### src/hdl/mio_config.svh
`ifndef MIO_CONFIG_SVH
`define MIO_CONFIG_SVH

////////////////////////////////////////////////////////////
// Address map
////////////////////////////////////////////////////////////

// RAM covers byte addresses 0 up to MIO_RAM_TOP
`define MIO_RAM_TOP   32'h0000_0FFF
`define MIO_DISP_ADDR 32'hE000_0000
`define MIO_GPIO_ADDR 32'hF000_0000
`define MIO_TMR_ADDR  32'hF000_0004

// Data RAM depth in 32-bit words
`define MIO_RAM_WORDS 1024

// Cycles per half period of led_clk
`define MIO_LED_DIV   2

`endif
### src/hdl/mio_pkg.sv
package mio_pkg;

    ////////////////////////////////////////////////////////////
    // Bus decode
    ////////////////////////////////////////////////////////////

    // Target of a load or store
    typedef enum logic [2:0] {
        region_ram,
        region_disp,
        region_gpio,
        region_tmr,
        region_none
    } mio_region_e;

    ////////////////////////////////////////////////////////////
    // Timer words
    ////////////////////////////////////////////////////////////

    // Per-channel control byte
    typedef struct packed {
        logic       enable;
        logic       periodic;   // 0 is one-shot
        logic [1:0] prescale;   // tick every 1, 2, 4 or 8 cycles
        logic [3:0] reserved;
    } tmr_ch_ctrl_t;

    // Timer write word, seen as a count when counter_set is 0..2
    // and as the control word when counter_set is 3.
    // Channel 0 sits in the low byte
    typedef union packed {
        logic [31:0] value;
        struct packed {
            logic [7:0]              reserved;
            tmr_ch_ctrl_t [2:0]      ch;
        } ctrl;
    } tmr_word_u;

endpackage

### src/hdl/mio_if.sv
`timescale 1ns/1ps

interface mio_if;

    // Write side, all from the decoder
    logic [31:0] wdata;
    logic [9:0]  ram_addr;
    logic        ram_we;
    logic        disp_we;
    logic        gpio_we;
    logic        tmr_we;

    // Readback and status from the datapaths
    logic [31:0] ram_rdata;
    logic [1:0]  counter_set;
    logic [15:0] led_state;
    logic [31:0] tmr_rdata;
    logic [2:0]  tmr_out;

    modport ctrl (
        output wdata, ram_addr, ram_we, disp_we, gpio_we, tmr_we,
        input  ram_rdata, counter_set, led_state, tmr_rdata, tmr_out
    );

    modport ram (
        input  wdata, ram_addr, ram_we,
        output ram_rdata
    );

    modport gpio (
        input  wdata, disp_we, gpio_we,
        output counter_set, led_state
    );

    // Timer needs counter_set to pick a channel
    modport tmr (
        input  wdata, tmr_we, counter_set,
        output tmr_rdata, tmr_out
    );

endinterface

### src/hdl/timer_bank.sv
`timescale 1ns/1ps

module timer_bank import mio_pkg::*; (
    input  logic clk,
    input  logic rst,
    mio_if.tmr   bus
);

    tmr_word_u   word;
    tmr_word_u   ctrl_q;
    logic [31:0] count  [3];
    logic [31:0] reload [3];
    logic [2:0]  out_q;
    logic [2:0]  pre_cnt;
    logic [2:0]  tick;
    logic [2:0]  load;
    logic        ctrl_we;

    assign word    = bus.wdata;
    // Channel select 3 addresses the control word
    assign ctrl_we = bus.tmr_we && (bus.counter_set == 2'd3);

    always_comb begin
        for (int i = 0; i < 3; i++) begin
            load[i] = bus.tmr_we && (bus.counter_set == 2'(i));
            case (ctrl_q.ctrl.ch[i].prescale)
                2'd0:    tick[i] = 1'b1;
                2'd1:    tick[i] = pre_cnt[0];
                2'd2:    tick[i] = &pre_cnt[1:0];
                default: tick[i] = &pre_cnt;
            endcase
        end
    end

    ////////////////////////////////////////////////////////////
    // Control word and prescaler
    ////////////////////////////////////////////////////////////

    always_ff @(posedge clk) begin
        if (rst) begin
            ctrl_q  <= '0;
            pre_cnt <= '0;
        end else begin
            if (ctrl_we) begin
                ctrl_q <= word;
            end
            // Restarts on any value write
            pre_cnt <= (|load) ? 3'd0 : pre_cnt + 3'd1;
        end
    end

    ////////////////////////////////////////////////////////////
    // Down counters
    ////////////////////////////////////////////////////////////

    always_ff @(posedge clk) begin
        for (int i = 0; i < 3; i++) begin
            if (load[i]) begin
                reload[i] <= word.value;
            end
        end
    end

    always_ff @(posedge clk) begin
        if (rst) begin
            for (int i = 0; i < 3; i++) begin
                count[i] <= '0;
            end
            out_q <= '0;
        end else begin
            for (int i = 0; i < 3; i++) begin
                if (load[i]) begin
                    count[i] <= word.value;
                    out_q[i] <= 1'b0;
                end else if (ctrl_q.ctrl.ch[i].enable && tick[i] && (count[i] != 0)) begin
                    if (count[i] == 32'd1) begin
                        if (ctrl_q.ctrl.ch[i].periodic) begin
                            count[i] <= reload[i];
                            out_q[i] <= ~out_q[i];
                        end else begin
                            count[i] <= '0;
                            out_q[i] <= 1'b1;
                        end
                    end else begin
                        count[i] <= count[i] - 32'd1;
                    end
                end
            end
        end
    end

    // Count of the selected channel, none for the control word
    always_comb begin
        case (bus.counter_set)
            2'd0:    bus.tmr_rdata = count[0];
            2'd1:    bus.tmr_rdata = count[1];
            2'd2:    bus.tmr_rdata = count[2];
            default: bus.tmr_rdata = 32'h0000_0000;
        endcase
    end

    assign bus.tmr_out = out_q;

endmodule

### src/flat_wrapper.sv
// flat-port wrapper written by rule: the top's interface ports become plain ports
module timer_bank_flat import mio_pkg::*;
  (clk, rst, bus_wdata, bus_tmr_we, bus_counter_set, bus_tmr_rdata, bus_tmr_out);
  mio_if bus_i ();
  input  logic clk;
  input  logic rst;
  input wire logic [$bits(bus_i.wdata)-1:0] bus_wdata;
  input wire logic [$bits(bus_i.tmr_we)-1:0] bus_tmr_we;
  input wire logic [$bits(bus_i.counter_set)-1:0] bus_counter_set;
  output wire logic [$bits(bus_i.tmr_rdata)-1:0] bus_tmr_rdata;
  output wire logic [$bits(bus_i.tmr_out)-1:0] bus_tmr_out;
  assign bus_i.wdata = bus_wdata;
  assign bus_i.tmr_we = bus_tmr_we;
  assign bus_i.counter_set = bus_counter_set;
  assign bus_tmr_rdata = bus_i.tmr_rdata;
  assign bus_tmr_out = bus_i.tmr_out;
  timer_bank u_core (.clk(clk), .rst(rst), .bus(bus_i));
endmodule
### config.mk
export PLATFORM = sky130hd
export DESIGN_NAME = timer_bank_flat
export DESIGN_NICKNAME = d
export VERILOG_FILES = /design/src/hdl/mio_config.svh /design/src/hdl/mio_pkg.sv /design/src/hdl/mio_if.sv /design/src/hdl/timer_bank.sv /design/src/flat_wrapper.sv
export SDC_FILE = /design/constraint.sdc
export NUM_CORES = 1
export LEC_CHECK = 0
export ABC_CLOCK_PERIOD_IN_PS = 5250
export BUFFER_PORTS_ARGS = -buffer_cell sky130_fd_sc_hd__buf_4
export CAP_MARGIN = 20
export CORE_MARGIN = 4
export CORE_UTILIZATION = 61
export CTS_CLUSTER_DIAMETER = 150
export DETAILED_ROUTE_END_ITERATION = 7
export PLACE_DENSITY = 0.8
export SYNTH_ARGS = -nofsm -noshare
export SYNTH_HDL_FRONTEND = slang
export SYNTH_SLANG_ARGS = --single-unit
### constraint.sdc
create_clock -name clk -period 5.25 [get_ports clk]
set_input_delay 0.525 -clock clk [delete_from_list [all_inputs] [get_ports clk]]
set_output_delay 0.525 -clock clk [all_outputs]
set_load 0.1 [all_outputs]
==> results.yml <==
run_status:
  status: "completed"
route:
  vias: 9477
  post_drt_wl_per_cell_um: 23.27
  drt_pre_antenna_iters: 7
  detail_route.drc_violations: 0
  detail_route.iter0.violations: 1414
  post_drt_via_cell_ratio: 6.794
  detail_route.wirelength_mm: 32.46
  antenna_violating_nets_post_route: 0
synthesis:
  dominant_combinational_cell_family_by_area_after_synthesis: "simple AND/OR/NAND/NOR gates"
  netlist-cell-type-count: 62
  yosys.area_share.simple: 0.1920
  synthAdderAreaFrac: 0.009889
  xor_xnor_portion_of_the_synthesized_cell_area: 0.06076
  synth_top_cell_area_share: 0.5063
  synth.cell_area_um2: 11390
  ys_warn_count: 0
  synth.net_count: 1147
  avgSynthCellArea_um2: 10.34
  synth-compound-area-share: 0.1367
  sequential_cell_area_fraction_in_the_yosys_report: 0.5380
  post_synth_inst_count: 1101
  ys_async_sr_fraction: 0
  synth_commonest_cells: "192 x edfxtp_1, 159 x nand2_1, 83 x a21oi_1"
  synth_mux_area_frac: 0.03077
  synthTopCellsByArea: "edfxtp_1 51%, nand2_1 5.2%, xor2_1 4.0%, a21oi_1 3.6%, dfxtp_1 3.2%"
  synth.most_common_cell: "edfxtp_1"
  synthDominantAreaCellType: "edfxtp_1"
  total_of_flip_flops_plus_latches_after_synthesis: 210
  synth_top_flop_cell: "edfxtp_1"
  synth-edff-count: 192
critical_path:
  setup.worst_path.class: "flop to flop"
  critPathMaxStageDelay_ps: 760
  crit_slowest_cell: "nor4_1"
  worst_setup_path_end_kind: "flop"
  critical_path.max_fanout: 31
  worst_setup_path_start_kind: "flop"
  timing.critical_path.required_ps: 5490
  crit_arrival_ps: 4180
  critical_path_buf_inv_count: 1
  worstPathCellList: "nor4_1 -> nand4_1 -> or3_4 -> a211oi_4 -> or2_2 -> buf_4 -> o22ai_1"
  timing.critical_path.max_delay_family: "simple AND/OR/NAND/NOR gates"
cts:
  cts_post_setup_buffers_inserted: 0
  cts_buffer_depth: 3
  post_cts_hold_buffers: 0
  clock_latency_ps: 520
  tritoncts.num_buffers: 23
  htree_levels: 1
  tritoncts_num_sinks: 210
  number_of_gates_resized_after_cts: 0
  root_buf_cell: "clkbuf_16"
  clkSlewWorstSetupHoldPaths_ps: 60
  tritoncts: "yes"
grt:
  maximum_number_of_pins_on_one_net_before_global_route_repair: 39
  grt_pass1_wl_mm: 50.01
  globalRoute.totalOverflow: 0
  grt_antenna_before_repair: 2
  grt.total_usage: 0.3083
  number_of_global_route_vias_before_repair: 8890
sta:
  setup_viol_count_final: 0
  layout_worst_path_cycle_share: 0.7504
  max_freq_ghz: 0.2538
  maxSlewViolCount: 0
  finalWorstPathRequiredPeriod_ps: 3940
  setup_tns_ps: 0
  timing.slew.headroom: 0.2299
  layout_setup_ws_ps: 1310
  clock_skew_ps: 22.99
  timing_hold_violations_final: 0
  rsz0062_at_grt: "false"
  max_slew.worst_pin.slew_ps: 1149
die:
  pin_count: 72
  initial_core_util: 0.6275
  fp.coreArea_um2: 18150
  die_area_um2: 20920
  core.rowCount: 49
  chipHeight_um: 144.6
  dieWidth_um: 144.6
power:
  power.clock.fraction: 0.398
  vdd_ir_drop_max_uv: 277.8
  combinational_fraction_of_design_power: 0.145
  seq_power_share: 0.457
  power.leakage_nw: 4.747
  netSwitchingFraction: 0.2765
  cellPowerDensity_nw_per_um2: 346.3
  intPower_mw: 3.247
  net-switching-power_mw: 1.241
finish:
  antennaDiodeCount: 0
  utilization: 0.7141
  fill_cells: 1289
  layout.nets: 1196
  area_delta_synth_final_pct: 13.81
  layout.cell_area.non_filler_um2: 12960
  post_route_cells_drive_above_1_share: 0.1389
placed_design:
  dpl_cell_area_um2: 12130
  placement.io_buffers: 71
  routability_congestion_estimate: 0.9450
  dp_worst_setup_slack_ps: 1489
  dp.final_hpwl_mm: 21.88
worst_hold_path:
  hold_path_class: "primary input to flop"
run:
  timing.max_cap.violations: 0
## worst paths after layout
check | startpoint | to | slack [ps] | cells after the start
worst min register to register | u_core.ctrl_q[23]$_SDFFE_PP0P_ | u_core.ctrl_q[23]$_SDFFE_PP0P_ | 460 | 2
worst max-delay path | u_core.count[0][11]$_SDFFCE_PP0P_ | u_core.count[2][20]$_DFFE_PP_ | 1310 | 7
worst max register to register | u_core.count[0][11]$_SDFFCE_PP0P_ | u_core.count[2][20]$_DFFE_PP_ | 1310 | 7
worst min-delay path | bus_wdata[8] | u_core.reload[0][8]$_DFFE_PP_ | 270 | 1
## flip-flops by register name, summed over array words and instances (netlist names)
| register | flops |
|---|---|
| u_core.ctrl_q | 12 |
| u_core.count | 96 |
| u_core.pre_cnt | 3 |
| u_core.reload | 96 |
| u_core.bus.tmr_out | 3 |
## placed cells by master, fill, tap and decap left out, types with 11 or more instances in the layout
| cell type | netlist | layout |
|---|---|---|
| and3_1 | 16 | 16 |
| a22o_1 | 12 | 12 |
| edfxtp_1 | 192 | 192 |
| dfxtp_1 | 18 | 18 |
| a21oi_1 | 83 | 83 |
| a22oi_1 | 22 | 22 |
| clkbuf_16 | 0 | 23 |
| xnor2_1 | 27 | 27 |
| nor2_1 | 63 | 60 |
| xor2_1 | 52 | 52 |
| nand4_1 | 11 | 11 |
| o22ai_1 | 12 | 12 |
| nor3_1 | 37 | 37 |
| buf_4 | 0 | 98 |
| or4_1 | 12 | 12 |
| nor4_1 | 23 | 23 |
| a31oi_1 | 23 | 23 |
| o21ai_0 | 58 | 58 |
| nand3_1 | 41 | 41 |
| mux2i_1 | 35 | 35 |
| nand2_1 | 159 | 159 |
## power by group through the flow
stage | Combinational (mW) | Clock [mW] | Sequential [mW]
4_1_cts | 0.640 | 1.79 | 2.05
3_3_place_gp | 0.626 | 0 | 2.08
2_1_floorplan | 0.462 | 0 | 2.04
6_report | 0.650 | 1.79 | 2.05
3_5_place_dp | 0.634 | 0 | 2.08
5_1_grt | 0.686 | 1.86 | 2.06
## cells by family after synthesis
kind of cell	Yosys count
compound gates	250
xor+xnor	79
simple gates	433
fa+ha+maj	9
buf+inv	85
flops	210
mux	35
## layer usage
metal  vias to the layer above  routed length, um  global-route usage
met2                       630              15170              0.4838
met4                         2                503             0.06284
met3                        50               4082             0.05754
met1                      4562              12680              0.4548
met5                         -                 20                   0
li1                       4233                  -                   -
## layout make-up
type,instances,area [um^2],area share
well taps,229,286.5,0.02211
inverters,10,37.54,0.002896
clock buffers,26,596.8,0.04605
clock inverters,15,231.5,0.01786
multi-input cells,806,4931,0.3805
flip-flops and latches,210,6126,0.4727
repair buffers,99,750.7,0.05793
## per-stage QoR
| step | hold slack, ps | cells | total power [mW] |
|---|---|---|---|
| finish | 266.9 | 1395 | 4.488 |
| floorplan | 436.3 | 1101 | 2.506 |
| detailed placement | 446.9 | 1354 | 2.715 |
| global placement | 442.0 | 1353 | 2.702 |
| CTS | 255.2 | 1395 | 4.475 |
| global route | 255.2 | 1395 | 4.610 |
(Power assumes the default switching activity.)
