### src/hdl/mio_config.svh
`ifndef MIO_CONFIG_SVH
`define MIO_CONFIG_SVH

////////////////////////////////////////////////////////////
// Address map
////////////////////////////////////////////////////////////

// RAM covers byte addresses 0 up to MIO_RAM_TOP
`define MIO_RAM_TOP   32'h0000_0FFF
`define MIO_DISP_ADDR 32'hE000_0000
`define MIO_GPIO_ADDR 32'hF000_0000
`define MIO_TMR_ADDR  32'hF000_0004

// Data RAM depth in 32-bit words
`define MIO_RAM_WORDS 1024

// Cycles per half period of led_clk
`define MIO_LED_DIV   2

`endif
### src/hdl/mio_pkg.sv
package mio_pkg;

    ////////////////////////////////////////////////////////////
    // Bus decode
    ////////////////////////////////////////////////////////////

    // Target of a load or store
    typedef enum logic [2:0] {
        region_ram,
        region_disp,
        region_gpio,
        region_tmr,
        region_none
    } mio_region_e;

    ////////////////////////////////////////////////////////////
    // Timer words
    ////////////////////////////////////////////////////////////

    // Per-channel control byte
    typedef struct packed {
        logic       enable;
        logic       periodic;   // 0 is one-shot
        logic [1:0] prescale;   // tick every 1, 2, 4 or 8 cycles
        logic [3:0] reserved;
    } tmr_ch_ctrl_t;

    // Timer write word, seen as a count when counter_set is 0..2
    // and as the control word when counter_set is 3.
    // Channel 0 sits in the low byte
    typedef union packed {
        logic [31:0] value;
        struct packed {
            logic [7:0]              reserved;
            tmr_ch_ctrl_t [2:0]      ch;
        } ctrl;
    } tmr_word_u;

endpackage

### src/hdl/mio_if.sv
`timescale 1ns/1ps

interface mio_if;

    // Write side, all from the decoder
    logic [31:0] wdata;
    logic [9:0]  ram_addr;
    logic        ram_we;
    logic        disp_we;
    logic        gpio_we;
    logic        tmr_we;

    // Readback and status from the datapaths
    logic [31:0] ram_rdata;
    logic [1:0]  counter_set;
    logic [15:0] led_state;
    logic [31:0] tmr_rdata;
    logic [2:0]  tmr_out;

    modport ctrl (
        output wdata, ram_addr, ram_we, disp_we, gpio_we, tmr_we,
        input  ram_rdata, counter_set, led_state, tmr_rdata, tmr_out
    );

    modport ram (
        input  wdata, ram_addr, ram_we,
        output ram_rdata
    );

    modport gpio (
        input  wdata, disp_we, gpio_we,
        output counter_set, led_state
    );

    // Timer needs counter_set to pick a channel
    modport tmr (
        input  wdata, tmr_we, counter_set,
        output tmr_rdata, tmr_out
    );

endinterface

### src/hdl/mio_decode.sv
`timescale 1ns/1ps
`include "mio_config.svh"

module mio_decode import mio_pkg::*; (
    input  logic        clk,
    input  logic        rst,
    input  logic        mem_w,
    input  logic        mem_rd,
    input  logic [31:0] addr,
    input  logic [31:0] data_wr,
    input  logic [15:0] switch,
    output logic [31:0] data_rd,
    output logic        rdata_valid,
    mio_if.ctrl         bus
);

    mio_region_e region;
    mio_region_e rd_region;
    logic        rd_pending;
    logic [31:0] rd_mux;

    ////////////////////////////////////////////////////////////
    // Address decode and write strobes
    ////////////////////////////////////////////////////////////

    always_comb begin
        if (addr <= `MIO_RAM_TOP) begin
            region = region_ram;
        end else if (addr == `MIO_DISP_ADDR) begin
            region = region_disp;
        end else if (addr == `MIO_GPIO_ADDR) begin
            region = region_gpio;
        end else if (addr == `MIO_TMR_ADDR) begin
            region = region_tmr;
        end else begin
            region = region_none;
        end
    end

    assign bus.wdata    = data_wr;
    // Word address into the RAM
    assign bus.ram_addr = addr[11:2];

    assign bus.ram_we  = mem_w && (region == region_ram);
    assign bus.disp_we = mem_w && (region == region_disp);
    assign bus.gpio_we = mem_w && (region == region_gpio);
    assign bus.tmr_we  = mem_w && (region == region_tmr);

    ////////////////////////////////////////////////////////////
    // Readback
    ////////////////////////////////////////////////////////////

    // Hold the region for one cycle while the RAM output settles
    always_ff @(posedge clk) begin
        if (rst) begin
            rd_pending <= 1'b0;
            rd_region  <= region_none;
        end else begin
            rd_pending <= mem_rd;
            rd_region  <= mem_rd ? region : region_none;
        end
    end

    always_comb begin
        case (rd_region)
            region_ram:  rd_mux = bus.ram_rdata;
            region_disp: rd_mux = {16'h0000, switch};
            region_gpio: rd_mux = {bus.tmr_out, 11'h000, bus.counter_set, bus.led_state};
            region_tmr:  rd_mux = bus.tmr_rdata;
            default:     rd_mux = 32'h0000_0000;
        endcase
    end

    always_ff @(posedge clk) begin
        if (rst) begin
            rdata_valid <= 1'b0;
        end else begin
            rdata_valid <= rd_pending;
        end
    end

    always_ff @(posedge clk) begin
        if (rd_pending) begin
            data_rd <= rd_mux;
        end
    end

endmodule

### src/flat_wrapper.sv
// flat-port wrapper written by rule: the top's interface ports become plain ports
module mio_decode_flat import mio_pkg::*;
  (clk, rst, mem_w, mem_rd, addr, data_wr, switch, data_rd, rdata_valid, bus_wdata, bus_ram_addr, bus_ram_we, bus_disp_we, bus_gpio_we, bus_tmr_we, bus_ram_rdata, bus_counter_set, bus_led_state, bus_tmr_rdata, bus_tmr_out);
  mio_if bus_i ();
  input  logic clk;
  input  logic rst;
  input  logic mem_w;
  input  logic mem_rd;
  input  logic [31:0] addr;
  input  logic [31:0] data_wr;
  input  logic [15:0] switch;
  output logic [31:0] data_rd;
  output logic rdata_valid;
  output wire logic [$bits(bus_i.wdata)-1:0] bus_wdata;
  output wire logic [$bits(bus_i.ram_addr)-1:0] bus_ram_addr;
  output wire logic [$bits(bus_i.ram_we)-1:0] bus_ram_we;
  output wire logic [$bits(bus_i.disp_we)-1:0] bus_disp_we;
  output wire logic [$bits(bus_i.gpio_we)-1:0] bus_gpio_we;
  output wire logic [$bits(bus_i.tmr_we)-1:0] bus_tmr_we;
  input wire logic [$bits(bus_i.ram_rdata)-1:0] bus_ram_rdata;
  input wire logic [$bits(bus_i.counter_set)-1:0] bus_counter_set;
  input wire logic [$bits(bus_i.led_state)-1:0] bus_led_state;
  input wire logic [$bits(bus_i.tmr_rdata)-1:0] bus_tmr_rdata;
  input wire logic [$bits(bus_i.tmr_out)-1:0] bus_tmr_out;
  assign bus_wdata = bus_i.wdata;
  assign bus_ram_addr = bus_i.ram_addr;
  assign bus_ram_we = bus_i.ram_we;
  assign bus_disp_we = bus_i.disp_we;
  assign bus_gpio_we = bus_i.gpio_we;
  assign bus_tmr_we = bus_i.tmr_we;
  assign bus_i.ram_rdata = bus_ram_rdata;
  assign bus_i.counter_set = bus_counter_set;
  assign bus_i.led_state = bus_led_state;
  assign bus_i.tmr_rdata = bus_tmr_rdata;
  assign bus_i.tmr_out = bus_tmr_out;
  mio_decode u_core (.clk(clk), .rst(rst), .mem_w(mem_w), .mem_rd(mem_rd), .addr(addr), .data_wr(data_wr), .switch(switch), .data_rd(data_rd), .rdata_valid(rdata_valid), .bus(bus_i));
endmodule
### config.mk
export PLATFORM = sky130hd
export DESIGN_NAME = mio_decode_flat
export DESIGN_NICKNAME = d
export VERILOG_FILES = /design/src/hdl/mio_pkg.sv /design/src/hdl/mio_if.sv /design/src/hdl/mio_decode.sv /design/src/flat_wrapper.sv
export VERILOG_INCLUDE_DIRS = /design/src /design/src/hdl
export SDC_FILE = /design/constraint.sdc
export NUM_CORES = 1
export LEC_CHECK = 0
export ABC_AREA = 1
export BUFFER_PORTS_ARGS = -buffer_cell sky130_fd_sc_hd__buf_2
export CAP_MARGIN = 20
export CORE_AREA = 3 3 95 97
export DETAILED_ROUTE_END_ITERATION = 10
export DIE_AREA = 0 0 98 100
export GPL_ROUTABILITY_DRIVEN = 1
export PLACE_DENSITY = 0.78
export SLEW_MARGIN = 10
export SYNTH_ARGS = -nofsm -noshare
export SYNTH_HDL_FRONTEND = slang
export SYNTH_SLANG_ARGS = --single-unit
### constraint.sdc
create_clock -name clk -period 1.4 [get_ports clk]
set_input_delay 0.07 -clock clk [delete_from_list [all_inputs] [get_ports clk]]
set_output_delay 0.07 -clock clk [all_outputs]
set_load 0.05 [all_outputs]
==> results of run 1 <==
==> area by class of cell <==
class | count | area share [%]
multi-input combinational | 166 | 26.1
inverter | 29 | 3.59
tap | 105 | 4.14
timing repair buffer | 187 | 30.4
clock buffer | 6 | 2.29
clock inverter | 1 | 0.118
sequential | 37 | 33.4
==> metal layers <==
metal	up-vias	wire (um)
li1	1179	-
met1	1086	2510
met2	149	4290
met3	9	853
met4	0	89
met5	-	0
==> cells in the mapped netlist <==
cell       count  share of area [%]
a22o_1        11                4.1
and2_2         1               0.32
buf_2          8                1.7
buf_4         43                 14
dfxtp_1        5                4.3
edfxtp_1      32                 41
inv_1         26                4.1
inv_2          3               0.48
nand2_1       84                 13
nand2_2        1               0.27
nand3_1        7                1.5
nand3_2        2               0.85
nand3b_1       1               0.32
nand4_1        3               0.80
nor2_1        31                4.9
nor2_2         6                1.6
nor3_1         1               0.21
nor3_2         1               0.43
o2111ai_1     16                6.0
o21ai_0        1               0.21
==> worst max-delay path by stage <==
| stage | from | to | cells past startpoint |
|---|---|---|---|
| 5_1_grt | u_core.rd_region[1] | u_core.data_rd[12] | 3 |
| 3_3_place_gp | u_core.rd_region[0] | u_core.data_rd[15] | 5 |
| 4_1_cts | u_core.rd_region[0] | u_core.data_rd[0] | 5 |
| 3_5_place_dp | u_core.rd_region[0] | u_core.data_rd[0] | 5 |
| 2_1_floorplan | u_core.rd_pending | u_core.data_rd[0] | 0 |
| 6_report | u_core.rd_region[2] | u_core.data_rd[12] | 3 |
==> worst reg2reg max path: stages, from the launching register on <==
cell       delay, ps
dfxtp_1          310
inv_1             80
nand3_2          340
o2111ai_1        350
==> logic make-up (layout without fill, tap and decap cells) <==
group | after synthesis | after routing | synth area share (%)
buf+inv | 80 | 223 | 20.0
simple gates | 138 | 138 | 24.6
compound gates | 28 | 28 | 10.3
flops | 37 | 37 | 45.1
==> registers in the layout (all words and copies together), names as in the netlist <==
register	flops
u_core.rdata_valid	1
u_core.rd_pending	1
u_core.rd_region	3
u_core.data_rd	32
==> power groups by stage <==
stage	clock, mW	combinational, mW	sequential, mW
2_1_floorplan	0	0.358	1.30
3_3_place_gp	0	0.392	1.23
3_5_place_dp	0	0.396	1.24
4_1_cts	0.692	0.400	1.21
5_1_grt	0.736	0.431	1.21
6_report	0.665	0.398	1.21
==> repair_timing <==
| action | in CTS | in global routing |
|---|---|---|
| hold buffers | 1 | 0 |
| setup endpoints to repair | 0 | 25 |
| hold endpoints to repair | 2 | 0 |
| resized for setup | 0 | 6 |
==> impl_metrics.env, run 1 <==
export IMPL_dpl_cell_count=523
export IMPL_use_met2_pct=29.1
export IMPL_slowest_delay_ps=350
export IMPL_synth_net_count=452
export IMPL_start_util_pct=28.6
export IMPL_clk_path_buf_depth=2
export IMPL_worst_slew_pin_slew_ps=403
export IMPL_clk_pin_slew_ps=70
export IMPL_switching_share_pct=24.6
export IMPL_grtUsageTotal_pct=14.3
export IMPL_mostFrequentLayoutCell="buf_2"
export IMPL_critical_path_buf_inv_count=1
export IMPL_fin_cells=531
export IMPL_port_buffers=183
export IMPL_power_clock_fraction_pct=29.2
export IMPL_worstSkewPairLatency_ps=280
export IMPL_htree_levels=2
export IMPL_syn_area_um2=2350
export IMPL_avgSynthCellArea_um2=8.32
export IMPL_critical_path_class="flip-flop to flip-flop"
export IMPL_top_usage_layer="met2"
export IMPL_std_cell_rows=33
export IMPL_cp_max_fo=16
export IMPL_reg2reg_depth=3
export IMPL_wl_per_cell_um=14.6
export IMPL_multi_input_area_um2=828
export IMPL_finalSetupTns_ps=0
export IMPL_grt_max_degree=34
export IMPL_hold_slack_ps=45.8
export IMPL_grt_pass1_vias=2394
export IMPL_netlist_instances=283
export IMPL_use_met1_pct=13.6
export IMPL_vias_per_cell=4.56
export IMPL_hold_class="input port to flip-flop"
export IMPL_root_buffer="clkbuf_8"
export IMPL_rsz0062_at_grt="no"
export IMPL_grt_pass1_wl_mm=11.2
export IMPL_fin_ws_ps=141
export IMPL_dr_pass1_iters=4
export IMPL_route_vias_total=2423
export IMPL_combPwrFrac_pct=17.5
export IMPL_finalMaxSlewViolations=0
export IMPL_use_met3_pct=4.45
export IMPL_max_cap_violations=0
export IMPL_regArea_um2=1060
export IMPL_clock_sinks=37
export IMPL_ant_nets=0
export IMPL_setup_viol=0
export IMPL_critPathSlowestCell="o2111ai_1"
export IMPL_cp_start_kind="flip-flop"
export IMPL_pre_cts_ws_ps=33.1
export IMPL_slew_headroom_pct=73.1
export IMPL_path_cells="inv_1 > nand3_2 > o2111ai_1"
export IMPL_place_area_um2=3080
export IMPL_min_from="mem_rd"
export IMPL_antenna_found_initial=0
export IMPL_fin_nets=595
export IMPL_seq_area_frac_synth_pct=45.1
export IMPL_r2r_end="u_core.data_rd[12]"
export IMPL_drt_initial_drc_count=93
export IMPL_cts_setup_buffers=0
export IMPL_antenna_cells=0
export IMPL_design_core_area_um2=8220
export IMPL_holdPathEnd="u_core.rd_pending"
export IMPL_max_vdd_ir_drop_uv=281
export IMPL_grt_ovfl_total=0
export IMPL_skew_ps=3.29
export IMPL_fin_util_pct=38.6
export IMPL_drt_wl_total_mm=7.74
export IMPL_crit_required_ps=1500
export IMPL_worstReg2RegStart="u_core.rd_region[2]"
export IMPL_p_sw_mw=0.559
export IMPL_min_path_cells=3
export IMPL_cts_tree="built"
export IMPL_fillCellCount=834
export IMPL_crit_family="compound AO/OA/AOI/OAI gates"
export IMPL_die_y_um=100
export IMPL_synth_distinct_cells=20
export IMPL_p_int_mw=1.71
export IMPL_hpwlAfterDp_mm=6.47
export IMPL_cts_made_buffers=5
export IMPL_yosysWarningCount=0
export IMPL_p_leak_nw=1.62
export IMPL_reg2reg_setup_slack_ps=140
export IMPL_io_pins=248
export IMPL_final_cell_mix="buf_2, nand2_1, edfxtp_1, nor2_1, inv_1"
export IMPL_place_congestion=0.844
export IMPL_critPathArrivalTime_ps=1360
export IMPL_area_growth_pct=34.9
export IMPL_drive_above_1_share_pct=48.6
export IMPL_ys_ff_latch=37
export IMPL_fin_crit_ps=1260
export IMPL_die_area_um2=9800
export IMPL_hold_viol_final=0
export IMPL_power_density_nw_per_um2=716
export IMPL_power_frac_seq_pct=53.3
export IMPL_outcome="complete, no violations"
export IMPL_endpoint_kind="flip-flop"
export IMPL_drc=0
export IMPL_post_route_period_util_pct=89.9
export IMPL_max_freq_mhz=794
export IMPL_final_area_um2=3170
export IMPL_p_total_mw=2.27
export IMPL_die_x_um=98
Power figures use the tool's default switching activity.
==> inputs of run 2 (changes only) <==
- CORE_AREA: 3 3 95 97 -> 3 3 96 98
- DIE_AREA: 0 0 98 100 -> 0 0 99 101
- PLACE_DENSITY: 0.78 -> 0.74
- SETUP_SLACK_MARGIN: not set -> 0.4
- clock period: 1.4 -> 1.56 ns (I/O delays scaled with it)
==> impl_metrics.env, run 2 (same netlist as run 1, synthesis figures left out) <==
export IMPL_grt_max_degree=34
export IMPL_vias_per_cell=4.57
export IMPL_critical_path_class="flip-flop to flip-flop"
export IMPL_p_total_mw=2.30
export IMPL_use_met3_pct=4.36
export IMPL_worstSkewPairLatency_ps=280
export IMPL_path_common_cell="nand2_4"
export IMPL_critPathArrivalTime_ps=1250
export IMPL_cp_start_kind="flip-flop"
export IMPL_hold_class="input port to flip-flop"
export IMPL_final_area_um2=3880
export IMPL_route_vias_total=2498
export IMPL_fillCellCount=826
export IMPL_hold_viol_final=0
export IMPL_multi_input_area_um2=1250
export IMPL_mostFrequentLayoutCell="buf_2"
export IMPL_power_density_nw_per_um2=592
export IMPL_ant_nets=0
export IMPL_clk_pin_slew_ps=70
export IMPL_dr_pass1_iters=4
export IMPL_die_x_um=99
export IMPL_start_util_pct=27.5
export IMPL_reg_top3="u_core.data_rd (32), u_core.rd_region (3)"
export IMPL_top_usage_layer="met2"
export IMPL_grt_ovfl_total=0
export IMPL_worst_slew_pin_slew_ps=308
export IMPL_endpoint_kind="flip-flop"
export IMPL_crit_family="flip-flops"
export IMPL_die_y_um=101
export IMPL_grt_pass1_wl_mm=12.2
export IMPL_regMostFlops="u_core.data_rd"
export IMPL_max_cap_violations=0
export IMPL_slowest_delay_ps=380
export IMPL_critical_path_buf_inv_count=2
export IMPL_post_route_period_util_pct=79.0
export IMPL_port_buffers=183
export IMPL_path_cells="nor2_4 > nand2_4 > clkinvlp_4 > buf_12 > nand2_4 > o2111ai_2"
export IMPL_use_met2_pct=33.2
export IMPL_rsz0062_at_grt="yes"
export IMPL_drt_initial_drc_count=101
export IMPL_final_cell_mix="buf_2, nand2_1, edfxtp_1, inv_1, nor2_4"
export IMPL_cts_made_buffers=5
export IMPL_cts_tree="built"
export IMPL_largest_reg_flops=32
export IMPL_std_cell_rows=34
export IMPL_fin_crit_ps=1230
export IMPL_design_core_area_um2=8550
export IMPL_max_freq_mhz=811
export IMPL_place_area_um2=3070
export IMPL_crit_required_ps=1580
export IMPL_drc=0
export IMPL_critPathSlowestCell="dfxtp_4"
export IMPL_skew_ps=3.40
export IMPL_max_vdd_ir_drop_uv=280
export IMPL_p_leak_nw=1.96
export IMPL_place_congestion=0.812
export IMPL_setup_viol=0
export IMPL_finalSetupTns_ps=0
export IMPL_grtUsageTotal_pct=15.9
export IMPL_area_growth_pct=65.0
export IMPL_grt_pass1_vias=2460
export IMPL_finalMaxSlewViolations=0
export IMPL_io_pins=248
export IMPL_drt_wl_total_mm=9.00
export IMPL_use_met1_pct=14.5
export IMPL_htree_levels=2
export IMPL_cp_max_fo=6
export IMPL_regArea_um2=1070
export IMPL_clock_sinks=37
export IMPL_fin_nets=607
export IMPL_slew_headroom_pct=79.5
export IMPL_die_area_um2=10000
export IMPL_clk_path_buf_depth=2
export IMPL_hpwlAfterDp_mm=6.43
export IMPL_root_buffer="clkbuf_8"
export IMPL_antenna_cells=0
export IMPL_antenna_found_initial=0
export IMPL_drive_above_1_share_pct=66.7
export IMPL_outcome="complete, no violations"
export IMPL_wl_per_cell_um=16.4
-- run 2: cell type report --
type	instances	share of cell area, %
inverter	29	3.51
timing repair buffer	196	29.8
timing repair inverter	3	0.677
tap	108	3.48
multi-input combinational	166	32.1
sequential	37	27.6
clock buffer	5	1.77
clock inverter	3	1.06
-- run 2: repair_timing --
item,4_1_cts,5_1_grt
gates resized for setup,61,89
hold buffers,1,0
setup buffers,7,3
setup endpoints to repair,35,37
gates cloned,3,1
endpoints found under the hold margin,1,0
pin swaps,39,41
-- run 2: final timing paths --
| kind | startpoint | cells past startpoint | slack [ps] | to |
|---|---|---|---|---|
| hold / removal | mem_rd | 3 | 40 | u_core.rd_pending |
| setup / recovery | u_core.rd_region[0] | 6 | 330 | u_core.data_rd[12] |
| hold reg to reg | u_core.rd_pending | 3 | 630 | u_core.rdata_valid |
| setup reg to reg | u_core.rd_region[0] | 6 | 330 | u_core.data_rd[12] |
-- run 2: power by group --
group	leakage, nW	switching (mW)	internal (mW)
logic	1.52	0.232	0.179
registers	0.391	0.00433	1.08
clock network	0.0518	0.335	0.470
-- run 2: worst reg2reg max path, delay by kind of cell, from the launching register on --
kind / cells / cell delay (ps)
and+or+nand+nor: 3 / 180
DFF: 1 / 380
buffers and inverters: 2 / 310
AOI/OAI and AO/OA: 1 / 90
-- run 2: metal layers --
metal	share of wire [%]	vias to the layer above
met3	10	8
met4	1.4	0
met1	30	1129
li1	-	1206
met5	0	-
met2	59	155
-- run 2: through the flow --
stage	hold slack, ps	cells	setup WS (ps)	util [%]
after floorplan	150	283	215	-
after global placement	156	524	124	36.0
after detailed placement	156	524	62.4	36.0
after CTS	54.5	543	306	40.9
after global routing	55.6	547	257	45.4
final	44.7	547	327	45.4
