--- src/hdl/mio_config.svh ---
`ifndef MIO_CONFIG_SVH
`define MIO_CONFIG_SVH

////////////////////////////////////////////////////////////
// Address map
////////////////////////////////////////////////////////////

// RAM covers byte addresses 0 up to MIO_RAM_TOP
`define MIO_RAM_TOP   32'h0000_0FFF
`define MIO_DISP_ADDR 32'hE000_0000
`define MIO_GPIO_ADDR 32'hF000_0000
`define MIO_TMR_ADDR  32'hF000_0004

// Data RAM depth in 32-bit words
`define MIO_RAM_WORDS 1024

// Cycles per half period of led_clk
`define MIO_LED_DIV   2

`endif
--- src/hdl/mio_if.sv ---
`timescale 1ns/1ps

interface mio_if;

    // Write side, all from the decoder
    logic [31:0] wdata;
    logic [9:0]  ram_addr;
    logic        ram_we;
    logic        disp_we;
    logic        gpio_we;
    logic        tmr_we;

    // Readback and status from the datapaths
    logic [31:0] ram_rdata;
    logic [1:0]  counter_set;
    logic [15:0] led_state;
    logic [31:0] tmr_rdata;
    logic [2:0]  tmr_out;

    modport ctrl (
        output wdata, ram_addr, ram_we, disp_we, gpio_we, tmr_we,
        input  ram_rdata, counter_set, led_state, tmr_rdata, tmr_out
    );

    modport ram (
        input  wdata, ram_addr, ram_we,
        output ram_rdata
    );

    modport gpio (
        input  wdata, disp_we, gpio_we,
        output counter_set, led_state
    );

    // Timer needs counter_set to pick a channel
    modport tmr (
        input  wdata, tmr_we, counter_set,
        output tmr_rdata, tmr_out
    );

endinterface

--- src/hdl/gpio_port.sv ---
`timescale 1ns/1ps
`include "mio_config.svh"

module gpio_port (
    input  logic        clk,
    input  logic        rst,
    output logic [31:0] disp_num,
    output logic        led_clk,
    output logic        led_do,
    output logic        led_pen,
    mio_if.gpio         bus
);

    localparam int DivW = ($clog2(`MIO_LED_DIV) > 0) ? $clog2(`MIO_LED_DIV) : 1;

    logic [17:0]     gpio_q;
    logic [15:0]     shift_q;
    logic [DivW-1:0] div_cnt;
    logic [3:0]      bit_cnt;
    logic            busy;
    logic            pending;
    logic            load;
    logic            half_done;

    ////////////////////////////////////////////////////////////
    // Display and GPIO registers
    ////////////////////////////////////////////////////////////

    always_ff @(posedge clk) begin
        if (rst) begin
            disp_num <= '0;
            gpio_q   <= '0;
        end else begin
            if (bus.disp_we) begin
                disp_num <= bus.wdata;
            end
            if (bus.gpio_we) begin
                gpio_q <= bus.wdata[17:0];
            end
        end
    end

    assign bus.led_state   = gpio_q[15:0];
    assign bus.counter_set = gpio_q[17:16];

    ////////////////////////////////////////////////////////////
    // Serial LED shifter
    ////////////////////////////////////////////////////////////

    // Start a frame from the latest word once idle
    assign load      = !busy && pending;
    assign half_done = (div_cnt == DivW'(`MIO_LED_DIV - 1));
    // MSB first, data changes while led_clk is low
    assign led_do    = shift_q[15];

    always_ff @(posedge clk) begin
        if (rst) begin
            shift_q <= '0;
            div_cnt <= '0;
            bit_cnt <= '0;
            busy    <= 1'b0;
            pending <= 1'b0;
            led_clk <= 1'b0;
            led_pen <= 1'b0;
        end else begin
            led_pen <= 1'b0;
            pending <= bus.gpio_we || (pending && !load);
            if (load) begin
                shift_q <= bus.led_state;
                div_cnt <= '0;
                bit_cnt <= '0;
                led_clk <= 1'b0;
                busy    <= 1'b1;
            end else if (busy) begin
                if (half_done) begin
                    div_cnt <= '0;
                    led_clk <= ~led_clk;
                    // Falling edge ends the bit
                    if (led_clk) begin
                        shift_q <= {shift_q[14:0], 1'b0};
                        bit_cnt <= bit_cnt + 4'd1;
                        if (bit_cnt == 4'd15) begin
                            busy    <= 1'b0;
                            led_pen <= 1'b1;
                        end
                    end
                end else begin
                    div_cnt <= div_cnt + DivW'(1);
                end
            end
        end
    end

endmodule

--- src/flat_wrapper.sv ---
// flat-port wrapper written by rule: the top's interface ports become plain ports
module gpio_port_flat 
  (clk, rst, disp_num, led_clk, led_do, led_pen, bus_wdata, bus_disp_we, bus_gpio_we, bus_counter_set, bus_led_state);
  mio_if bus_i ();
  input  logic clk;
  input  logic rst;
  output logic [31:0] disp_num;
  output logic led_clk;
  output logic led_do;
  output logic led_pen;
  input wire logic [$bits(bus_i.wdata)-1:0] bus_wdata;
  input wire logic [$bits(bus_i.disp_we)-1:0] bus_disp_we;
  input wire logic [$bits(bus_i.gpio_we)-1:0] bus_gpio_we;
  output wire logic [$bits(bus_i.counter_set)-1:0] bus_counter_set;
  output wire logic [$bits(bus_i.led_state)-1:0] bus_led_state;
  assign bus_i.wdata = bus_wdata;
  assign bus_i.disp_we = bus_disp_we;
  assign bus_i.gpio_we = bus_gpio_we;
  assign bus_counter_set = bus_i.counter_set;
  assign bus_led_state = bus_i.led_state;
  gpio_port u_core (.clk(clk), .rst(rst), .disp_num(disp_num), .led_clk(led_clk), .led_do(led_do), .led_pen(led_pen), .bus(bus_i));
endmodule
--- config.mk ---
export PLATFORM = sky130hd
export DESIGN_NAME = gpio_port_flat
export DESIGN_NICKNAME = d
export VERILOG_FILES = /design/src/hdl/mio_if.sv /design/src/hdl/gpio_port.sv /design/src/flat_wrapper.sv
export VERILOG_INCLUDE_DIRS = /design/src /design/src/hdl
export SDC_FILE = /design/constraint.sdc
export NUM_CORES = 1
export LEC_CHECK = 0
export BUFFER_PORTS_ARGS = -buffer_cell sky130_fd_sc_hd__buf_2
export CORE_ASPECT_RATIO = 1.4
export CORE_MARGIN = 2
export CORE_UTILIZATION = 50
export CTS_CLUSTER_DIAMETER = 80
export DETAILED_ROUTE_END_ITERATION = 12
export GPL_ROUTABILITY_DRIVEN = 0
export PLACE_DENSITY = 0.79
export SLEW_MARGIN = 20
export SYNTH_ARGS = -nofsm -noshare
export SYNTH_HDL_FRONTEND = slang
export SYNTH_SLANG_ARGS = --single-unit
--- constraint.sdc ---
create_clock -name clk -period 1.4 [get_ports clk]
set_input_delay 0.28 -clock clk [delete_from_list [all_inputs] [get_ports clk]]
set_output_delay 0.28 -clock clk [all_outputs]
set_load 0.03 [all_outputs]
==> run metrics, run 1 <==
die area between 0.006 and 0.007 sq mm; FF-to-FF Start u_core.div_cnt; Min-Delay Endpoint u_core.disp_num[19]; n_diodes 0; leakage roughly 1.7 nW; reg2reg path depth 4; overall routing resource usage 0.2084; final wirelength roughly 6000 um; Hold Path Class primary input to register; detailed-route wire length per cell 13.20 um; min Tclk post-route roughly 1200 ps; share of layout cells above drive strength 1 0.3037; Req. time, crit path roughly 1700 ps; fin. max-slew vios 0; VDD IR max between 0.8 and 0.9 mV; cells after synthesis a little under 300; antenna-violating nets left 0; Crit Path Category register to register; Final nets roughly 410; largest net degree at the start of global routing 33; die height 92.23 um; Synth top area share 0.5401; first-pass GRT wire length approximately 10000 um; Setup Total Neg Slack 0 ps; final setup fails 0; total number of H-tree levels 3; DP HPWL about 4200 um; vias in the first global route 2222; period utilisation layout 0.8873; Post-Route Utilization 0.6461; I/O pin cnt 89; Num CTS Buffers 9; final hold violations 0; DR pass1 iterations 4; Worst Path Arrival 1520 ps; critical path launch point type register; status finished clean; worst hold path depth 3; Clock Pin Slew Worst Setup and Hold Paths 70 ps; Vias/cell a little over 5; Die Wd about 67 um; Final WS setup roughly 160 ps; Core Area roughly 0.0054 sq mm; Slew @ Worst Pin around 340 ps; slowest cell on the critical path dfxtp_1; Max Cap Violations 0; Root Buffer clkbuf_8; Layout area overhead 26.55%; Buffers on Ports between 80 and 90; fmax 0.8050 GHz; Vias 2285; worst reg-to-reg setup slack ~160 ps; later-pin clock latency in the skew report about 340 ps; global route overflow 0; RR Endpoint u_core.shift_q[13]; CP Capture Type register; clk_skew around 6.9 ps; Starting Density 0.5106; Netlist cell types 24; Post-CTS Setup Inserts 0; Synth Cell Area ~0.0028 sq mm; CTS tree yes; post-synthesis sequential area ratio 0.5401; number of synthesized register bits 75; Max stage delay on crit path around 450 ps; Yosys top cell by area dfxtp_1; # rows 32; mean area per synthesized cell approximately 9.6 sq um; post-route insts no fill 450; PD cells between 1000 and 1500 mW/mm^2; syn nets between 300 and 400; Synth warnings 0; drt drc 0; Hold Slack between 150 and 200 ps; crit path cell chain and3_1 -> buf_4 -> a21oi_1 -> a21oi_1; Slew Limit Headroom 0.7762; Clock Sinks 75; HP Start bus_wdata[19]; Critical Path Fanout Max 9; initial antenna violation count 0; pre-CTS setup slack roughly 130 ps; DR iter-0 viols just under 100; Worst path most repeated cell a21oi_1; CTS Buffer Depth 2; Area contributors post-synth dfxtp_1, mux2i_1, nor2_1; cell total after placement roughly 430; RSZ-0062 raised after global routing false
-- stage by stage --
step	cell area, sq um	power, W
floorplan	2781	0.002809
global placement	3309	0.003011
detailed placement	3309	0.003027
CTS	3517	0.004742
global route	3518	0.004899
finish	3518	0.004707
-- kinds of logic (layout without fill, tap and decap cells) --
group | count (synthesis) | after routing | share of synthesized area
fa+ha+maj | 1 | 1 | 0.004500
buf+inv | 22 | 114 | 0.03825
xor+xnor | 2 | 2 | 0.006302
simple gates | 88 | 88 | 0.1328
compound gates | 52 | 52 | 0.09811
mux | 50 | 50 | 0.1800
flops | 75 | 75 | 0.5401
-- flip-flops by register name, indices dropped and copies added (netlist names) --
signal           flops
u_core.bit_cnt       4
u_core.busy          1
u_core.disp_num     32
u_core.div_cnt       1
u_core.gpio_q       18
u_core.led_clk       1
u_core.led_pen       1
u_core.pending       1
u_core.shift_q      16
-- worst max path at each step --
stage | end | from | slack (ps)
2_1_floorplan | u_core.bit_cnt[3] | u_core.led_clk | 160
3_3_place_gp | u_core.bit_cnt[3] | u_core.busy | 210
3_5_place_dp | u_core.shift_q[10] | u_core.busy | 130
4_1_cts | u_core.shift_q[13] | u_core.busy | 90
5_1_grt | u_core.shift_q[7] | u_core.div_cnt | 20
6_report | u_core.shift_q[13] | u_core.div_cnt | 160
-- layout by cell type, fill, tap and decap left out --
master / n
buf_2: 88
dfxtp_1: 73
nor2_1: 56
mux2i_1: 50
a21oi_1: 34
nand2_1: 18
o21ai_0: 15
clkbuf_8: 9
buf_4: 6
nor3_1: 4
clkinv_2: 4
nand3_1: 3
buf_12: 3
a211oi_1: 2
bufinv_16: 2
dfxtp_2: 2
nor2b_1: 1
nand4_1: 1
xor2_1: 1
and3_1: 1
nand2b_1: 1
nand3_4: 1
xnor2_1: 1
inv_1: 1
or3_1: 1
a211oi_2: 1
and2b_1: 1
ha_1: 1
clkbuf_1: 1
-- Yosys cell counts --
cell / number
buf_2: 7
nand2_1: 18
nor2_1: 56
clkbuf_1: 10
a211oi_2: 1
mux2i_1: 50
dfxtp_1: 75
nor3_1: 4
nor2b_1: 1
inv_1: 1
a21oi_1: 34
nand2b_1: 1
o21ai_0: 15
or3_1: 1
nand4_1: 1
a211oi_1: 2
ha_1: 1
xnor2_1: 1
and2b_1: 1
nand3_4: 1
xor2_1: 1
nand3_1: 3
and3_1: 1
buf_4: 4
-- final cells by class --
cell class	instances	area [sq um]
well taps	68	85.08
fillers	480	1927
repair buffers	97	545.5
clock inverters	6	80.08
inverters	1	3.754
flip-flops and latches	75	1504
multi-input cells	193	1172
clock buffers	10	127.6
-- timing repair --
| item | in CTS | in global routing |
|---|---|---|
| resized for setup | 0 | 1 |
| setup endpoints to repair | 0 | 4 |
| hold buffers | 0 | 0 |
-- report_power, final --
group          internal [W]  switching [W]
Clock              0.000991       0.000739
Sequential          0.00226      0.0000781
Combinational      0.000237       0.000403
Total               0.00349        0.00122
-- metal layers --
layer | routed length (um) | part of all wire | vias up | track usage
met1 | 2480 | 0.42 | 1061 | 0.2433
li1 | - | - | 1151 | -
met3 | 254 | 0.043 | 13 | 0.05031
met4 | 120 | 0.020 | 0 | 0.09694
met2 | 3085 | 0.52 | 60 | 0.3498
met5 | 0 | 0 | - | 0
-- critical path: cells and delay by family, from the launching register on --
family | cells | cell delay [ps]
buffers and inverters | 1 | 200
AND/OR/NAND/NOR | 1 | 290
flip-flops | 1 | 450
AO/OA/AOI/OAI | 2 | 240
Power figures use the tool's default switching activity.
==> run 2, diff against run 1 <==
--- a/config.mk
+++ b/config.mk
@@ -8,7 +8,6 @@
 export LEC_CHECK = 0
 export BUFFER_PORTS_ARGS = -buffer_cell sky130_fd_sc_hd__buf_2
 export CORE_ASPECT_RATIO = 1.4
-export CORE_MARGIN = 2
 export CORE_UTILIZATION = 50
 export CTS_CLUSTER_DIAMETER = 80
 export DETAILED_ROUTE_END_ITERATION = 12
==> run 2 against run 1 <==
Clock power increased by 21%. Setup slack got worse by 19 ps. Fmax fell by 1.5%. Power is 8.1% higher. First-iteration DRC count up 35%. Hold slack worse by 12 ps. Cell area increased by 2.0%. Largest cell class unchanged.
==> run metrics, run 2 (same netlist as run 1, synthesis figures left out) <==
status finished clean (unchanged); total number of H-tree levels 3 (unchanged); leakage 1.742 nW (was 1.710 nW); first-pass GRT wire length 9873 um (was 9825 um); RSZ-0062 raised after global routing false (unchanged); drt drc 0 (unchanged); Critical Path End led_clk (was u_core.shift_q[13]); die area 0.005867 sq mm (was 0.006181 sq mm); detailed-route wire length per cell 13.27 um (was 13.20 um); Design Power 0.005087 W (was 0.004707 W); Max Cap Violations 0 (unchanged); Biggest register u_core.disp_num (unchanged); critical path launch point type register (unchanged); antenna-violating nets left 0 (unchanged); Crit path buffers/inverters 1 (unchanged); Num CTS Buffers 9 (unchanged); Hold Path Class primary input to register (unchanged); crit path cell chain buf_2 (was and3_1 -> buf_4 -> a21oi_1 -> a21oi_1); Final nets 418 (was 414); min Tclk post-route 1261 ps (was 1242 ps); Buffers on Ports 88 (unchanged); Post-Route Utilization 0.6805 (was 0.6461); final wirelength 5973 um (was 5940 um); Core Area 0.005275 sq mm (was 0.005445 sq mm); Slew Limit Headroom 0.7926 (was 0.7762); overall routing resource usage 0.2203 (was 0.2084); Die Wd 65.02 um (was 67.02 um); Regs by FF count u_core.disp_num: 32 flops, u_core.gpio_q: 18 flops, u_core.shift_q: 16 flops (unchanged); Final WS setup 138.6 ps (was 157.8 ps); Vias/cell 5.116 (was 5.078); Crit Path Category register to output port (was register to register); max reg flops 32 (unchanged); fin area 0.003590 sq mm (was 0.003518 sq mm); DP HPWL 4348 um (was 4233 um); CTS Buffer Depth 2 (unchanged); CTS hold repair buffers 0 (unchanged); Critical Path Fanout Max 6 (was 9); Starting Density 0.5270 (was 0.5106); share of layout cells above drive strength 1 0.3099 (was 0.3037); DR iter-0 viols 131 (was 97); Max stage delay on crit path 410 ps (was 450 ps); initial antenna violation count 0 (unchanged); Layout area overhead 29.12% (was 26.55%); FF-to-FF Start u_core.div_cnt (unchanged); CTS tree yes (unchanged); # rows 31 (was 32); reg2reg path depth 3 (was 4); most frequent cells in the layout buf_2, dfxtp_1, nor2_1 (unchanged); I/O pin cnt 89 (unchanged); largest net degree at the start of global routing 28 (was 33); HP Start bus_wdata[20] (was bus_wdata[19]); global route overflow 0 (unchanged); cell depth of the worst setup path 1 (was 4); Slew @ Worst Pin 310.8 ps (was 335.4 ps); die height 90.23 um (was 92.23 um); Root Buffer clkbuf_8 (unchanged); Clock Sinks 75 (unchanged); n_diodes 0 (unchanged); clk_skew 7.555 ps (was 6.889 ps); CP top delay family flip-flops (unchanged); final setup fails 0 (unchanged); fmax 0.7928 GHz (was 0.8050 GHz); Critical Path Start u_core.led_clk (was u_core.div_cnt); later-pin clock latency in the skew report 350 ps (was 340 ps); pre-CTS setup slack 145.5 ps (was 130.5 ps); slowest cell on the critical path dfxtp_2 (was dfxtp_1); Clock Pin Slew Worst Setup and Hold Paths 80 ps (was 70 ps); Vias 2302 (was 2285); RR Endpoint u_core.bit_cnt[3] (was u_core.shift_q[13]); placed inst area 0.003337 sq mm (was 0.003309 sq mm); period utilisation layout 0.9010 (was 0.8873); fin. max-slew vios 0 (unchanged); Worst Path Arrival 980 ps (was 1520 ps); post-CTS sizing 0 (unchanged); CP Capture Type output port (was register); PD cells 1417 mW/mm^2 (was 1338 mW/mm^2); Setup Total Neg Slack 0 ps (unchanged); worst reg-to-reg setup slack 180 ps (was 160 ps); final hold violations 0 (unchanged); Post-CTS Setup Inserts 0 (unchanged); VDD IR max 1.030 mV (was 0.8888 mV); commonest non-fill, non-tap cell in the layout buf_2 (unchanged); Req. time, crit path 1120 ps (was 1670 ps); DR pass1 iterations 4 (unchanged); vias in the first global route 2215 (was 2222)
==> run 2: changes by cell type in the layout (fill, tap and decap cells not counted) <==
| cell | previous run | this run |
|---|---|---|
| buf_4 | 6 | 10 |
| clkinv_2 | 4 | 0 |
| clkinvlp_4 | 0 | 1 |
| bufinv_16 | 2 | 4 |
| clkbuf_1 | 1 | 0 |
==> run 2: where the power goes <==
group	internal (W)	total [W]	switching, W	leakage, nW
Clock	0.00134	0.00210	0.000761	0.121
Sequential	0.00226	0.00234	0.0000778	0.618
Combinational	0.000243	0.000646	0.000403	1.00
==> run 2: worst min path at each step <==
stage                                to  slack (ps)  depth (start not counted)
CTS                 u_core.disp_num[20]         150                          3
global placement      u_core.shift_q[1]         440                          2
detailed placement    u_core.shift_q[7]         450                          2
global route        u_core.disp_num[19]         150                          3
finish              u_core.disp_num[20]         160                          3
floorplan            u_core.disp_num[0]         430                          2
==> run 2: routing by layer <==
layer	GRT usage	wire, um	vias to the layer above
met5	0	0	-
met4	0.1322	178	0
met3	0.05711	264	16
met2	0.3689	3029	58
met1	0.2436	2500	1067
li1	-	-	1161
==> run 2: per-stage QoR <==
| step | instances | hold slack [ps] |
|---|---|---|
| 2_1_floorplan | 290 | 427.2 |
| 3_3_place_gp | 436 | 438.6 |
| 3_5_place_dp | 436 | 446.4 |
| 4_1_cts | 450 | 150.2 |
| 5_1_grt | 450 | 152.8 |
| 6_report | 450 | 163.1 |
==> run 2: area by class of cell <==
class | instances | area [sq um]
Inverter | 1 | 3.754
Clock inverter | 5 | 127.6
Sequential cell | 75 | 1504
Tap cell | 66 | 82.58
Multi-Input combinational cell | 193 | 1172
Timing Repair Buffer | 101 | 575.6
Fill cell | 424 | 1685
Clock buffer | 9 | 123.9
==> run 3, diff against run 2 <==
--- a/config.mk
+++ b/config.mk
@@ -8,12 +8,12 @@
 export LEC_CHECK = 0
 export BUFFER_PORTS_ARGS = -buffer_cell sky130_fd_sc_hd__buf_2
 export CORE_ASPECT_RATIO = 1.4
-export CORE_UTILIZATION = 50
+export CORE_UTILIZATION = 40
 export CTS_CLUSTER_DIAMETER = 80
 export DETAILED_ROUTE_END_ITERATION = 12
 export GPL_ROUTABILITY_DRIVEN = 0
-export PLACE_DENSITY = 0.79
-export SLEW_MARGIN = 20
+export PLACE_DENSITY = 0.65
+export SLEW_MARGIN = 25
 export SYNTH_ARGS = -nofsm -noshare
 export SYNTH_HDL_FRONTEND = slang
 export SYNTH_SLANG_ARGS = --single-unit
==> run 3 against run 2 <==
Routed wire length increased by 2.6%. Final cell count up 5.6%. Critical endpoint unchanged. Flip-flop and latch count did not move. Highest routed layer unchanged. Largest cell class unchanged.
==> run metrics, run 3 (same netlist as run 1, synthesis figures left out) <==
Hold Slack 163.2 ps (was 163.1 ps); Crit Path Category register to output port (unchanged); period utilisation layout 0.8961 (was 0.9010); Starting Density 0.4177 (was 0.5270); Post-Route Utilization 0.5301 (was 0.6805); max reg flops 32 (unchanged); RR Endpoint u_core.shift_q[7] (was u_core.bit_cnt[3]); Num CTS Buffers 9 (unchanged); CTS Buffer Depth 2 (unchanged); crit path cell chain buf_2 (unchanged); fmax 0.7971 GHz (was 0.7928 GHz); drt drc 0 (unchanged); largest net degree at the start of global routing 33 (was 28); I/O pin cnt 89 (unchanged); HP Start bus_wdata[19] (was bus_wdata[20]); slowest cell on the critical path dfxtp_2 (unchanged); CP top delay family flip-flops (unchanged); Vias/cell 4.840 (was 5.116); final wirelength 6131 um (was 5973 um); Clock Pin Slew Worst Setup and Hold Paths 80 ps (about the same); Layout area overhead 26.91% (was 29.12%); Final nets 415 (was 418); VDD IR max 0.6640 mV (was 1.030 mV); Hold Path Class primary input to register (unchanged); later-pin clock latency in the skew report 350 ps (about the same); Core Area 0.006656 sq mm (was 0.005275 sq mm); DP HPWL 4270 um (was 4348 um); FF-to-FF Start u_core.div_cnt (unchanged); n_diodes 0 (unchanged); Min-Delay Endpoint u_core.disp_num[19] (was u_core.disp_num[20]); most frequent cells in the layout buf_2, dfxtp_1, nor2_1 (unchanged); global route overflow 0 (unchanged); leakage 1.695 nW (was 1.742 nW); Max stage delay on crit path 410 ps (about the same); DR iter-0 viols 102 (was 131); Buffers on Ports 88 (unchanged); CTS hold repair buffers 0 (unchanged); final hold violations 0 (unchanged); Max Cap Violations 0 (unchanged); commonest non-fill, non-tap cell in the layout buf_2 (unchanged); Slew @ Worst Pin 373.7 ps (was 310.8 ps); share of layout cells above drive strength 1 0.3055 (was 0.3099); Req. time, crit path 1120 ps (about the same); Critical Path Fanout Max 6 (unchanged); Die Wd 72.46 um (was 65.02 um); Root Buffer clkbuf_8 (unchanged); Worst Path Arrival 970 ps (was 980 ps); overall routing resource usage 0.1764 (was 0.2203); die area 0.007293 sq mm (was 0.005867 sq mm); status finished clean (unchanged); fin. max-slew vios 0 (unchanged); total number of H-tree levels 3 (unchanged); CTS tree yes (unchanged); Crit path buffers/inverters 1 (unchanged); CP Capture Type output port (unchanged); final setup fails 0 (unchanged); PD cells 1267 mW/mm^2 (was 1417 mW/mm^2); Clock Sinks 75 (unchanged); min Tclk post-route 1255 ps (was 1261 ps); reg2reg path depth 4 (was 3); worst reg-to-reg setup slack 160 ps (was 180 ps); worst hold path depth 3 (unchanged); Vias 2299 (was 2302); die height 100.6 um (was 90.23 um); antenna-violating nets left 0 (unchanged); detailed-route wire length per cell 12.91 um (was 13.27 um); critical path launch point type register (unchanged); Biggest register u_core.disp_num (unchanged); clk_skew 10.77 ps (was 7.555 ps); # rows 35 (was 31); RSZ-0062 raised after global routing false (unchanged); Regs by FF count u_core.disp_num: 32 flops, u_core.gpio_q: 18 flops, u_core.shift_q: 16 flops (unchanged); initial antenna violation count 0 (unchanged); Setup Total Neg Slack 0 ps (unchanged); DR pass1 iterations 7 (was 4); vias in the first global route 2212 (was 2215); first-pass GRT wire length 10040 um (was 9873 um); Slew Limit Headroom 0.7506 (was 0.7926)
==> run 3: cell types whose count changed in the layout (fill, tap and decap cells not counted) <==
cell,delta
clkinv_4,+3
bufinv_16,-4
clkbuf_8,+1
buf_4,-3
clkinv_2,+1
clkbuf_1,+1
==> run 3: per-layer routing <==
layer	global-route usage	wire length (um)
met1	0.2102	2715
met2	0.3012	3088
met3	0.03600	213
met4	0.08145	114
met5	0	0
==> run 3: repair_timing <==
action                                  CTS  global route
gates resized for setup                   0             1
setup buffers                             0             0
endpoints found under the setup margin    0             3
==> run 3: worst max-delay path by stage <==
stage	startpoint	to	slack, ps	cells after the start
floorplan	u_core.led_clk	u_core.bit_cnt[3]	160	3
global placement	u_core.busy	u_core.shift_q[8]	190	4
detailed placement	u_core.busy	u_core.shift_q[7]	120	4
CTS	u_core.busy	u_core.shift_q[7]	100	4
global route	u_core.div_cnt	u_core.shift_q[14]	20	4
finish	u_core.led_clk	led_clk	150	1
==> run 3: final cells by class <==
class	count	area [sq um]
clock buffers	11	141.4
clock inverters	5	38.79
repair buffers	98	553.0
multi-input cells	193	1172
fillers	681	3128
well taps	92	115.1
flip-flops and latches	75	1504
inverters	1	3.754
==> run 3: metrics by stage <==
stage	setup WS, ps	instance area, sq um	power (W)	std cells
6_report	145.4	3528	0.004472	475
2_1_floorplan	160.0	2781	0.002809	290
3_3_place_gp	193.0	3347	0.003017	459
4_1_cts	100.4	3527	0.004530	475
3_5_place_dp	122.6	3347	0.003032	459
5_1_grt	20.07	3528	0.004672	475
==> run 3: power breakdown <==
group | total [W] | internal, W | switching [W] | leakage [nW]
Clock | 0.00149 | 0.000698 | 0.000795 | 0.0895
Sequential | 0.00234 | 0.00226 | 0.0000781 | 0.618
Combinational | 0.000642 | 0.000238 | 0.000404 | 0.987
